[config.mk]
export PLATFORM = sky130hd
export DESIGN_NAME = decode_stage
export DESIGN_NICKNAME = d
export VERILOG_FILES = /design/src/rv_decode_pkg.sv /design/src/ctrl_decoder.sv /design/src/decode_stage.sv /design/src/imm_gen.sv
export SDC_FILE = /design/constraint.sdc
export NUM_CORES = 1
export LEC_CHECK = 0
export CORE_MARGIN = 2
export CORE_UTILIZATION = 68
export DETAILED_ROUTE_END_ITERATION = 16
export DONT_BUFFER_PORTS = 1
export HOLD_SLACK_MARGIN = 0.03
export PLACE_DENSITY_LB_ADDON = 0.12
export SETUP_SLACK_MARGIN = 0.15
export SYNTH_ARGS = -nofsm -noshare
export SYNTH_HDL_FRONTEND = slang
export SYNTH_SLANG_ARGS = --single-unit
[constraint.sdc]
create_clock -name clk_i -period 2.8 [get_ports clk_i]
set_input_delay 0.14 -clock clk_i [delete_from_list [all_inputs] [get_ports clk_i]]
set_output_delay 0.14 -clock clk_i [all_outputs]
set_load 0.005 [all_outputs]
[src/rv_decode_pkg.sv]
package rv_decode_pkg;

    // ----------------------------------------------------------
    // Widths and basic types
    // ----------------------------------------------------------
    localparam int XLEN = 32;

    typedef logic [XLEN-1:0] instr_t;
    typedef logic [4:0]      reg_addr_t;

    // ----------------------------------------------------------
    // Major opcodes, RV32I base
    // ----------------------------------------------------------
    localparam logic [6:0] OPC_LUI    = 7'b0110111;
    localparam logic [6:0] OPC_AUIPC  = 7'b0010111;
    localparam logic [6:0] OPC_JAL    = 7'b1101111;
    localparam logic [6:0] OPC_JALR   = 7'b1100111;
    localparam logic [6:0] OPC_BRANCH = 7'b1100011;
    localparam logic [6:0] OPC_LOAD   = 7'b0000011;
    localparam logic [6:0] OPC_STORE  = 7'b0100011;
    localparam logic [6:0] OPC_OP_IMM = 7'b0010011;
    localparam logic [6:0] OPC_OP     = 7'b0110011;

    // Funct3 for jump and branches
    localparam logic [2:0] F3_JALR    = 3'b000;
    localparam logic [2:0] F3_BEQ     = 3'b000;
    localparam logic [2:0] F3_BNE     = 3'b001;
    localparam logic [2:0] F3_BLT     = 3'b100;
    localparam logic [2:0] F3_BGE     = 3'b101;
    localparam logic [2:0] F3_BLTU    = 3'b110;
    localparam logic [2:0] F3_BGEU    = 3'b111;

    // Funct3 for loads and stores
    localparam logic [2:0] F3_LB      = 3'b000;
    localparam logic [2:0] F3_LH      = 3'b001;
    localparam logic [2:0] F3_LW      = 3'b010;
    localparam logic [2:0] F3_LBU     = 3'b100;
    localparam logic [2:0] F3_LHU     = 3'b101;
    localparam logic [2:0] F3_SB      = 3'b000;
    localparam logic [2:0] F3_SH      = 3'b001;
    localparam logic [2:0] F3_SW      = 3'b010;

    // Funct3 for OP and OP_IMM arithmetic
    localparam logic [2:0] F3_ADD_SUB = 3'b000;
    localparam logic [2:0] F3_SLL     = 3'b001;
    localparam logic [2:0] F3_SLT     = 3'b010;
    localparam logic [2:0] F3_SLTU    = 3'b011;
    localparam logic [2:0] F3_XOR     = 3'b100;
    localparam logic [2:0] F3_SRL_SRA = 3'b101;
    localparam logic [2:0] F3_OR      = 3'b110;
    localparam logic [2:0] F3_AND     = 3'b111;

    // Funct3 for the M extension, funct7 is F7_MULDIV
    localparam logic [2:0] F3_MUL     = 3'b000;
    localparam logic [2:0] F3_MULH    = 3'b001;
    localparam logic [2:0] F3_MULHSU  = 3'b010;
    localparam logic [2:0] F3_MULHU   = 3'b011;
    localparam logic [2:0] F3_DIV     = 3'b100;
    localparam logic [2:0] F3_DIVU    = 3'b101;
    localparam logic [2:0] F3_REM     = 3'b110;
    localparam logic [2:0] F3_REMU    = 3'b111;

    localparam logic [6:0] F7_BASE    = 7'b0000000;
    localparam logic [6:0] F7_ALT     = 7'b0100000;
    localparam logic [6:0] F7_MULDIV  = 7'b0000001;

    // ----------------------------------------------------------
    // Operation encodings
    // ----------------------------------------------------------
    typedef enum logic [5:0] {
        ALU_NONE = 6'd0,
        ALU_LUI, ALU_AUIPC, ALU_JAL, ALU_JALR,
        ALU_BEQ, ALU_BNE, ALU_BLT, ALU_BGE, ALU_BLTU, ALU_BGEU,
        ALU_MEM,
        ALU_ADDI, ALU_SLTI, ALU_SLTIU, ALU_XORI, ALU_ORI, ALU_ANDI,
        ALU_SLLI, ALU_SRLI, ALU_SRAI,
        ALU_ADD, ALU_SUB, ALU_SLL, ALU_SLT, ALU_SLTU,
        ALU_XOR, ALU_SRL, ALU_SRA, ALU_OR, ALU_AND,
        ALU_MUL, ALU_MULH, ALU_MULHSU, ALU_MULHU,
        ALU_DIV, ALU_DIVU, ALU_REM, ALU_REMU
    } alu_op_e;

    typedef enum logic [2:0] {
        BRA_NONE = 3'd0,
        BRA_BEQ, BRA_BNE, BRA_BLT, BRA_BGE, BRA_BLTU, BRA_BGEU
    } bra_op_e;

    // Nine codes, so one bit wider than the branch field
    typedef enum logic [3:0] {
        MEM_NONE = 4'd0,
        MEM_LB, MEM_LH, MEM_LW, MEM_LBU, MEM_LHU,
        MEM_SB, MEM_SH, MEM_SW
    } mem_op_e;

    typedef enum logic [2:0] {
        IMM_NONE = 3'd0,
        IMM_I, IMM_S, IMM_B, IMM_U, IMM_J, IMM_SHAMT
    } imm_fmt_e;

    // ----------------------------------------------------------
    // Decode records
    // ----------------------------------------------------------
    typedef struct packed {
        logic    en_alu;
        logic    en_branch;
        logic    en_mem;
        alu_op_e op_alu;
        bra_op_e op_bra;
        mem_op_e op_mem;
        logic    mem_read;
        logic    mem_write;
        logic    reg_read_rs1;
        logic    reg_read_rs2;
        logic    reg_write;
    } decode_ctrl_t;

    typedef struct packed {
        decode_ctrl_t    ctrl;
        logic [XLEN-1:0] imm;
        reg_addr_t       rs1;
        reg_addr_t       rs2;
        reg_addr_t       rd;
    } decoded_instr_t;

endpackage

[src/ctrl_decoder.sv]
module ctrl_decoder
    import rv_decode_pkg::*;
(
    input  logic [6:0]   opcode_i,
    input  logic [2:0]   funct3_i,
    input  logic [6:0]   funct7_i,
    output decode_ctrl_t ctrl_o,
    output imm_fmt_e     imm_fmt_o
);

    always_comb begin
        // Unknown opcodes fall through with everything inactive
        ctrl_o    = '0;
        imm_fmt_o = IMM_NONE;

        case (opcode_i)
            OPC_LUI: begin
                ctrl_o.en_alu    = 1'b1;
                ctrl_o.op_alu    = ALU_LUI;
                ctrl_o.reg_write = 1'b1;
                imm_fmt_o        = IMM_U;
            end

            OPC_AUIPC: begin
                ctrl_o.en_alu    = 1'b1;
                ctrl_o.op_alu    = ALU_AUIPC;
                ctrl_o.reg_write = 1'b1;
                imm_fmt_o        = IMM_U;
            end

            OPC_JAL: begin
                ctrl_o.en_alu    = 1'b1;
                ctrl_o.op_alu    = ALU_JAL;
                ctrl_o.reg_write = 1'b1;
                imm_fmt_o        = IMM_J;
            end

            // Only funct3 000 is a legal JALR
            OPC_JALR: begin
                if (funct3_i == F3_JALR) begin
                    ctrl_o.en_alu       = 1'b1;
                    ctrl_o.op_alu       = ALU_JALR;
                    ctrl_o.reg_read_rs1 = 1'b1;
                    ctrl_o.reg_write    = 1'b1;
                    imm_fmt_o           = IMM_I;
                end
            end

            // ------------------------------------------------------
            // Branches use the ALU for the compare
            // ------------------------------------------------------
            OPC_BRANCH: begin
                ctrl_o.en_branch    = 1'b1;
                ctrl_o.en_alu       = 1'b1;
                ctrl_o.reg_read_rs1 = 1'b1;
                ctrl_o.reg_read_rs2 = 1'b1;
                imm_fmt_o           = IMM_B;
                case (funct3_i)
                    F3_BEQ: begin
                        ctrl_o.op_alu = ALU_BEQ;
                        ctrl_o.op_bra = BRA_BEQ;
                    end
                    F3_BNE: begin
                        ctrl_o.op_alu = ALU_BNE;
                        ctrl_o.op_bra = BRA_BNE;
                    end
                    F3_BLT: begin
                        ctrl_o.op_alu = ALU_BLT;
                        ctrl_o.op_bra = BRA_BLT;
                    end
                    F3_BGE: begin
                        ctrl_o.op_alu = ALU_BGE;
                        ctrl_o.op_bra = BRA_BGE;
                    end
                    F3_BLTU: begin
                        ctrl_o.op_alu = ALU_BLTU;
                        ctrl_o.op_bra = BRA_BLTU;
                    end
                    F3_BGEU: begin
                        ctrl_o.op_alu = ALU_BGEU;
                        ctrl_o.op_bra = BRA_BGEU;
                    end
                    default: ;
                endcase
            end

            // ------------------------------------------------------
            // Memory access, ALU forms the address
            // ------------------------------------------------------
            OPC_LOAD: begin
                ctrl_o.en_mem       = 1'b1;
                ctrl_o.en_alu       = 1'b1;
                ctrl_o.op_alu       = ALU_MEM;
                ctrl_o.mem_read     = 1'b1;
                ctrl_o.reg_read_rs1 = 1'b1;
                ctrl_o.reg_write    = 1'b1;
                imm_fmt_o           = IMM_I;
                case (funct3_i)
                    F3_LB:   ctrl_o.op_mem = MEM_LB;
                    F3_LH:   ctrl_o.op_mem = MEM_LH;
                    F3_LW:   ctrl_o.op_mem = MEM_LW;
                    F3_LBU:  ctrl_o.op_mem = MEM_LBU;
                    F3_LHU:  ctrl_o.op_mem = MEM_LHU;
                    default: ;
                endcase
            end

            OPC_STORE: begin
                ctrl_o.en_mem       = 1'b1;
                ctrl_o.en_alu       = 1'b1;
                ctrl_o.op_alu       = ALU_MEM;
                ctrl_o.mem_write    = 1'b1;
                ctrl_o.reg_read_rs1 = 1'b1;
                ctrl_o.reg_read_rs2 = 1'b1;
                imm_fmt_o           = IMM_S;
                case (funct3_i)
                    F3_SB:   ctrl_o.op_mem = MEM_SB;
                    F3_SH:   ctrl_o.op_mem = MEM_SH;
                    F3_SW:   ctrl_o.op_mem = MEM_SW;
                    default: ;
                endcase
            end

            // ------------------------------------------------------
            // Integer arithmetic
            // ------------------------------------------------------
            OPC_OP_IMM: begin
                ctrl_o.en_alu       = 1'b1;
                ctrl_o.reg_read_rs1 = 1'b1;
                ctrl_o.reg_write    = 1'b1;
                imm_fmt_o           = IMM_I;
                case (funct3_i)
                    F3_ADD_SUB: ctrl_o.op_alu = ALU_ADDI;
                    F3_SLT:     ctrl_o.op_alu = ALU_SLTI;
                    F3_SLTU:    ctrl_o.op_alu = ALU_SLTIU;
                    F3_XOR:     ctrl_o.op_alu = ALU_XORI;
                    F3_OR:      ctrl_o.op_alu = ALU_ORI;
                    F3_AND:     ctrl_o.op_alu = ALU_ANDI;
                    default:    ;
                endcase
                // Shifts also need a legal funct7, else the I format stays
                case ({funct7_i, funct3_i})
                    {F7_BASE, F3_SLL}: begin
                        ctrl_o.op_alu = ALU_SLLI;
                        imm_fmt_o     = IMM_SHAMT;
                    end
                    {F7_BASE, F3_SRL_SRA}: begin
                        ctrl_o.op_alu = ALU_SRLI;
                        imm_fmt_o     = IMM_SHAMT;
                    end
                    {F7_ALT, F3_SRL_SRA}: begin
                        ctrl_o.op_alu = ALU_SRAI;
                        imm_fmt_o     = IMM_SHAMT;
                    end
                    default: ;
                endcase
            end

            OPC_OP: begin
                ctrl_o.en_alu       = 1'b1;
                ctrl_o.reg_read_rs1 = 1'b1;
                ctrl_o.reg_read_rs2 = 1'b1;
                ctrl_o.reg_write    = 1'b1;
                case ({funct7_i, funct3_i})
                    {F7_BASE,   F3_ADD_SUB}: ctrl_o.op_alu = ALU_ADD;
                    {F7_ALT,    F3_ADD_SUB}: ctrl_o.op_alu = ALU_SUB;
                    {F7_BASE,   F3_SLL}:     ctrl_o.op_alu = ALU_SLL;
                    {F7_BASE,   F3_SLT}:     ctrl_o.op_alu = ALU_SLT;
                    {F7_BASE,   F3_SLTU}:    ctrl_o.op_alu = ALU_SLTU;
                    {F7_BASE,   F3_XOR}:     ctrl_o.op_alu = ALU_XOR;
                    {F7_BASE,   F3_SRL_SRA}: ctrl_o.op_alu = ALU_SRL;
                    {F7_ALT,    F3_SRL_SRA}: ctrl_o.op_alu = ALU_SRA;
                    {F7_BASE,   F3_OR}:      ctrl_o.op_alu = ALU_OR;
                    {F7_BASE,   F3_AND}:     ctrl_o.op_alu = ALU_AND;
                    // M extension
                    {F7_MULDIV, F3_MUL}:     ctrl_o.op_alu = ALU_MUL;
                    {F7_MULDIV, F3_MULH}:    ctrl_o.op_alu = ALU_MULH;
                    {F7_MULDIV, F3_MULHSU}:  ctrl_o.op_alu = ALU_MULHSU;
                    {F7_MULDIV, F3_MULHU}:   ctrl_o.op_alu = ALU_MULHU;
                    {F7_MULDIV, F3_DIV}:     ctrl_o.op_alu = ALU_DIV;
                    {F7_MULDIV, F3_DIVU}:    ctrl_o.op_alu = ALU_DIVU;
                    {F7_MULDIV, F3_REM}:     ctrl_o.op_alu = ALU_REM;
                    {F7_MULDIV, F3_REMU}:    ctrl_o.op_alu = ALU_REMU;
                    default:                 ;
                endcase
            end

            default: ;
        endcase
    end

endmodule

[src/decode_stage.sv]
module decode_stage
    import rv_decode_pkg::*;
(
    input  logic           clk_i,
    input  logic           rst_n_i,
    input  logic           instr_valid_i,
    input  instr_t         instr_i,
    output logic           dec_valid_o,
    output decoded_instr_t dec_o
);

    // ----------------------------------------------------------
    // Field split
    // ----------------------------------------------------------
    logic [6:0]      opcode;
    logic [2:0]      funct3;
    logic [6:0]      funct7;
    reg_addr_t       rs1;
    reg_addr_t       rs2;
    reg_addr_t       rd;

    decode_ctrl_t    ctrl;
    imm_fmt_e        imm_fmt;
    logic [XLEN-1:0] imm;
    decoded_instr_t  dec_next;

    assign opcode = instr_i[6:0];
    assign rd     = instr_i[11:7];
    assign funct3 = instr_i[14:12];
    assign rs1    = instr_i[19:15];
    assign rs2    = instr_i[24:20];
    assign funct7 = instr_i[31:25];

    ctrl_decoder u_ctrl_decoder (
        .opcode_i  (opcode),
        .funct3_i  (funct3),
        .funct7_i  (funct7),
        .ctrl_o    (ctrl),
        .imm_fmt_o (imm_fmt)
    );

    imm_gen u_imm_gen (
        .instr_i (instr_i),
        .fmt_i   (imm_fmt),
        .imm_o   (imm)
    );

    // Register addresses go out raw, even when unused
    always_comb begin
        dec_next.ctrl = ctrl;
        dec_next.imm  = imm;
        dec_next.rs1  = rs1;
        dec_next.rs2  = rs2;
        dec_next.rd   = rd;
    end

    // ----------------------------------------------------------
    // Output register
    // ----------------------------------------------------------
    always_ff @(posedge clk_i) begin
        if (!rst_n_i) begin
            dec_valid_o <= 1'b0;
            dec_o       <= '0;
        end else begin
            dec_valid_o <= instr_valid_i;
            // Record holds between strobes
            if (instr_valid_i) begin
                dec_o <= dec_next;
            end
        end
    end

    // Never both a read and a write on one record
    assert property (@(posedge clk_i) disable iff (!rst_n_i)
        dec_valid_o |-> !(dec_o.ctrl.mem_read && dec_o.ctrl.mem_write));

    // Branch compare runs in the ALU
    assert property (@(posedge clk_i) disable iff (!rst_n_i)
        dec_valid_o && dec_o.ctrl.en_branch |-> dec_o.ctrl.en_alu);

    // One record per strobe, exactly one cycle later
    assert property (@(posedge clk_i) disable iff (!rst_n_i)
        1'b1 |=> (dec_valid_o == $past(instr_valid_i)));

endmodule

[src/imm_gen.sv]
module imm_gen
    import rv_decode_pkg::*;
(
    input  instr_t          instr_i,
    input  imm_fmt_e        fmt_i,
    output logic [XLEN-1:0] imm_o
);

    logic [XLEN-1:0] imm_i;
    logic [XLEN-1:0] imm_s;
    logic [XLEN-1:0] imm_b;
    logic [XLEN-1:0] imm_u;
    logic [XLEN-1:0] imm_j;
    logic [XLEN-1:0] imm_shamt;

    // Bit 31 is the sign for every signed format
    assign imm_i = {{21{instr_i[31]}}, instr_i[30:20]};
    assign imm_s = {{21{instr_i[31]}}, instr_i[30:25], instr_i[11:7]};
    assign imm_b = {{20{instr_i[31]}}, instr_i[7], instr_i[30:25],
                    instr_i[11:8], 1'b0};
    assign imm_u = {instr_i[31:12], 12'b0};
    assign imm_j = {{12{instr_i[31]}}, instr_i[19:12], instr_i[20],
                    instr_i[30:21], 1'b0};

    // Shift amount sits in the rs2 field
    assign imm_shamt = {{(XLEN-5){1'b0}}, instr_i[24:20]};

    always_comb begin
        case (fmt_i)
            IMM_I:     imm_o = imm_i;
            IMM_S:     imm_o = imm_s;
            IMM_B:     imm_o = imm_b;
            IMM_U:     imm_o = imm_u;
            IMM_J:     imm_o = imm_j;
            IMM_SHAMT: imm_o = imm_shamt;
            default:   imm_o = '0;
        endcase
    end

endmodule

==> metrics.md <==
| Metric | Value |
|---|---|
| Reg2reg path depth | 3 |
| Largest stage delay, worst path | 470 ps |
| Metal1 wirelength | roughly 3600 um |
| DP HPWL | 5869 um |
| Hold path depth | 3 |
| Startpoint types | input pin |
| First-pass GRT wire length | 14150 um |
| DR WL/cell | 21.37 um |
| First-pass DRT Iterations | 6 |
| Cell area power density | 545.7 nW/um2 |
| Ys Warns | 0 |
| Highest Signal Layer | met4 |
| Row count | 25 |
| Maximum VDD drop | 361.5 uV |
| Largest net degree at the start of global routing | 35 |
| Hold crit path type | in2reg |
| Clk sinks | 69 |
| PortBufs | 0 |
| Routability cong. | 0.9391 |
| Period minus WS final | 1751 ps |
| WS Path Type | in2reg |
| Buffers and inverters on the worst path | 0 |
| Clock Latency Late Sink | 340 ps |
| Vias in the first global route | 2813 |
| EDFF count, synth | 0 |
| Post-cts repair resize count | 0 |
| GR Overflow Total | 0 |
| Yosys cell types | 54 |
| Final Hold Fails | 0 |
| Crit-path leading delay family | compound AO/OA/AOI/OAI gates |
| Largest cells by area after synthesis | dfxtp_1, a221o_1, mux2i_1 |
| FF-to-FF End | dec_o[47] |
| Crit-path slowest cell | a211oi_2 |
| Met3 WL post-DR | about 1100 um |
| TritonCTS Buffers | 9 |
| CP cell instances | nor4_1 -> nand4b_1 -> a211oi_2 -> nand2_1 -> o31ai_4 -> a32oi_1 |
| Max-slew violation count | 0 |
| Setup crit start | instr_i[26] |
| Share of layout cells above drive strength 1 | 8.549% |
| Hold Path Origin | instr_i[6] |
| Mean post-synth cell area | between 8 and 9 um2 |
| Nets@finish | 417 |
| Layout area overhead | 15.62% |
| Initial core utilization | 70.16% |
| Sequential fraction of the synthesis area | 41.96% |
| FMAX | 571.3 MHz |
| FFs w/ async S/R, synth | 0% |
| Yosys top cell area share | approximately two fifths |
| Commonest non-fill, non-tap cell in the layout | dfxtp_1 |
| R2R Setup Slk | around 1600 ps |
| RSZ-0062 raised after global routing | false |
| Seq cells post-synth | between 60 and 70 |
| Final core utilization | between 80 and 90% |
| Met2 WL | about 4500 um |
| CTS tree | built |
| Setup TNS Final | 0 ps |
| Clock Tree Root | clkbuf_8 |
| Drt total wl | around 9400 um |
| Ys flop type | dfxtp_1 |
| Slew HR | around half |
| H-tree levels | 3 |
| Via count | 3054 |
| DR DRC count | 0 |
| Leakage | 1.403 nW |
| Final cycle utilization of the critical path | 62.52% |
| CP endpoint kind | register |
| Vias per Instance | slightly below 7 |
| Ports | 104 |
| Final ANT Viol Nets | 0 |
| Starting DRT DRC Count | 226 |
| CTS Buffer Depth | 2 |
| Die Area | 5413 um2 |
| Clock skew | 0 ps |
| Synth area leader | dfxtp_1 |
| Critical Path Fanout Max | 7 |
| Initial antenna violation count | 0 |
| Worst-margin pin slew | 744.1 ps |
| WP data required | 3000 ps |
| FF-to-FF Start | dec_o[47] |
| Gr usage total | 34.29% |
| Die Span Y | ~74 um |
| Synth Instances | 366 |
| Chip Width | 73.58 um |
| Reg clk slew, reported paths | 70 ps |
| WP data arrival | 1960 ps |
| Final setup fails | 0 |
| Synth Cell Area | roughly 3300 um2 |
| Hold endpoint | dec_o[55] |
| Post-Synthesis Net Count | 401 |
| N_diodes | 0 |
| Status | finished clean |
| Commonest cells after routing, fill and taps aside | dfxtp_1, dlygate4sd3_1, nand2_1, o21ai_0, nor2b_1 |
| Core box area | 4692 um2 |
| Max cap viols | 0 |
## cell type report
type | instances | area (um2)
clock buffer | 9 | 123.9
clock inverter | 6 | 88.84
fill | 302 | 885.9
inverter | 7 | 26.28
multi-input combinational | 260 | 1768
sequential | 69 | 1381
tap | 54 | 67.56
timing repair buffer | 35 | 350.3
## timing repair
action,CTS,global route
hold buffers,29,2
setup endpoints to repair,0,0
hold endpoints to repair,60,1
setup buffers,0,0
## cell families (layout without fill, tap and decap cells)
logic type      Yosys count  after routing  synth area share, %
buf+inv                  37             57                4.599
mux                      17             17                5.169
flops                    69             69                41.96
compound gates          111            111                25.54
xor+xnor                  3              3               0.7983
simple gates            129            129                21.93
## worst reg2reg max path: cells and delay by family (launching register included)
family,cells,cell delay [ps]
DFF,1,330
buffers and inverters,1,570
AOI/OAI and AO/OA,2,220
## power by group
group | internal (mW) | switching (mW) | leakage (nW)
Combinational | 0.0919 | 0.0997 | 0.742
Clock | 0.496 | 0.370 | 0.101
Sequential | 1.00 | 0.0169 | 0.560
Total | 1.59 | 0.487 | 1.40
## Yosys cell counts (2+ instances only)
master	count
dfxtp_1	69
nand2_1	28
nor2b_1	24
o21ai_0	24
a221o_1	22
clkbuf_1	21
nor2_1	21
mux2i_1	17
a21oi_1	16
a22o_1	11
nand2b_1	9
nand3_1	9
inv_1	7
a21boi_0	6
a31oi_1	6
nand3b_1	5
buf_1	4
buf_2	4
nand4_1	4
nor4_1	4
or3_1	4
a22oi_1	3
and3_1	3
nor3_1	3
o22ai_1	3
a211oi_2	2
a21o_1	2
a32oi_1	2
and2_1	2
nand4b_1	2
nor3b_1	2
o211ai_1	2
o21ai_1	2
o32ai_1	2
xor2_1	2
## sequential cells by signal, indices dropped and copies added (netlist names)
name         count
dec_o           68
dec_valid_o      1
## through the flow
stage | setup WS [ps] | power [mW] | hold WS (ps) | instance area, um2 | std cells
final | 1049 | 2.077 | 29.58 | 3806 | 440
after global routing | 897.8 | 2.137 | 55.46 | 3806 | 440
after CTS | 1099 | 2.069 | 30.46 | 3786 | 438
after detailed placement | 777.1 | 1.168 | 250.9 | 3273 | 394
after global placement | 891.5 | 1.165 | 248.3 | 3273 | 394
after floorplan | 984.9 | 1.178 | 265.7 | 3292 | 366
## how the worst max path moves through the flow
stage	end	slack, ps	depth (start not counted)
2_1_floorplan	dec_o[36]	980	8
3_3_place_gp	dec_o[30]	890	6
3_5_place_dp	dec_o[31]	780	6
4_1_cts	dec_o[19]	1100	6
5_1_grt	dec_o[17]	900	6
6_report	dec_o[26]	1050	6
## layer usage
metal  track usage [%]  up-vias
li1                  -     1380
met1             43.51     1431
met2             54.86      215
met3             10.70       28
met4             12.32        0
met5                 0        -
Note: power is estimated with default switching activity, not from simulation.
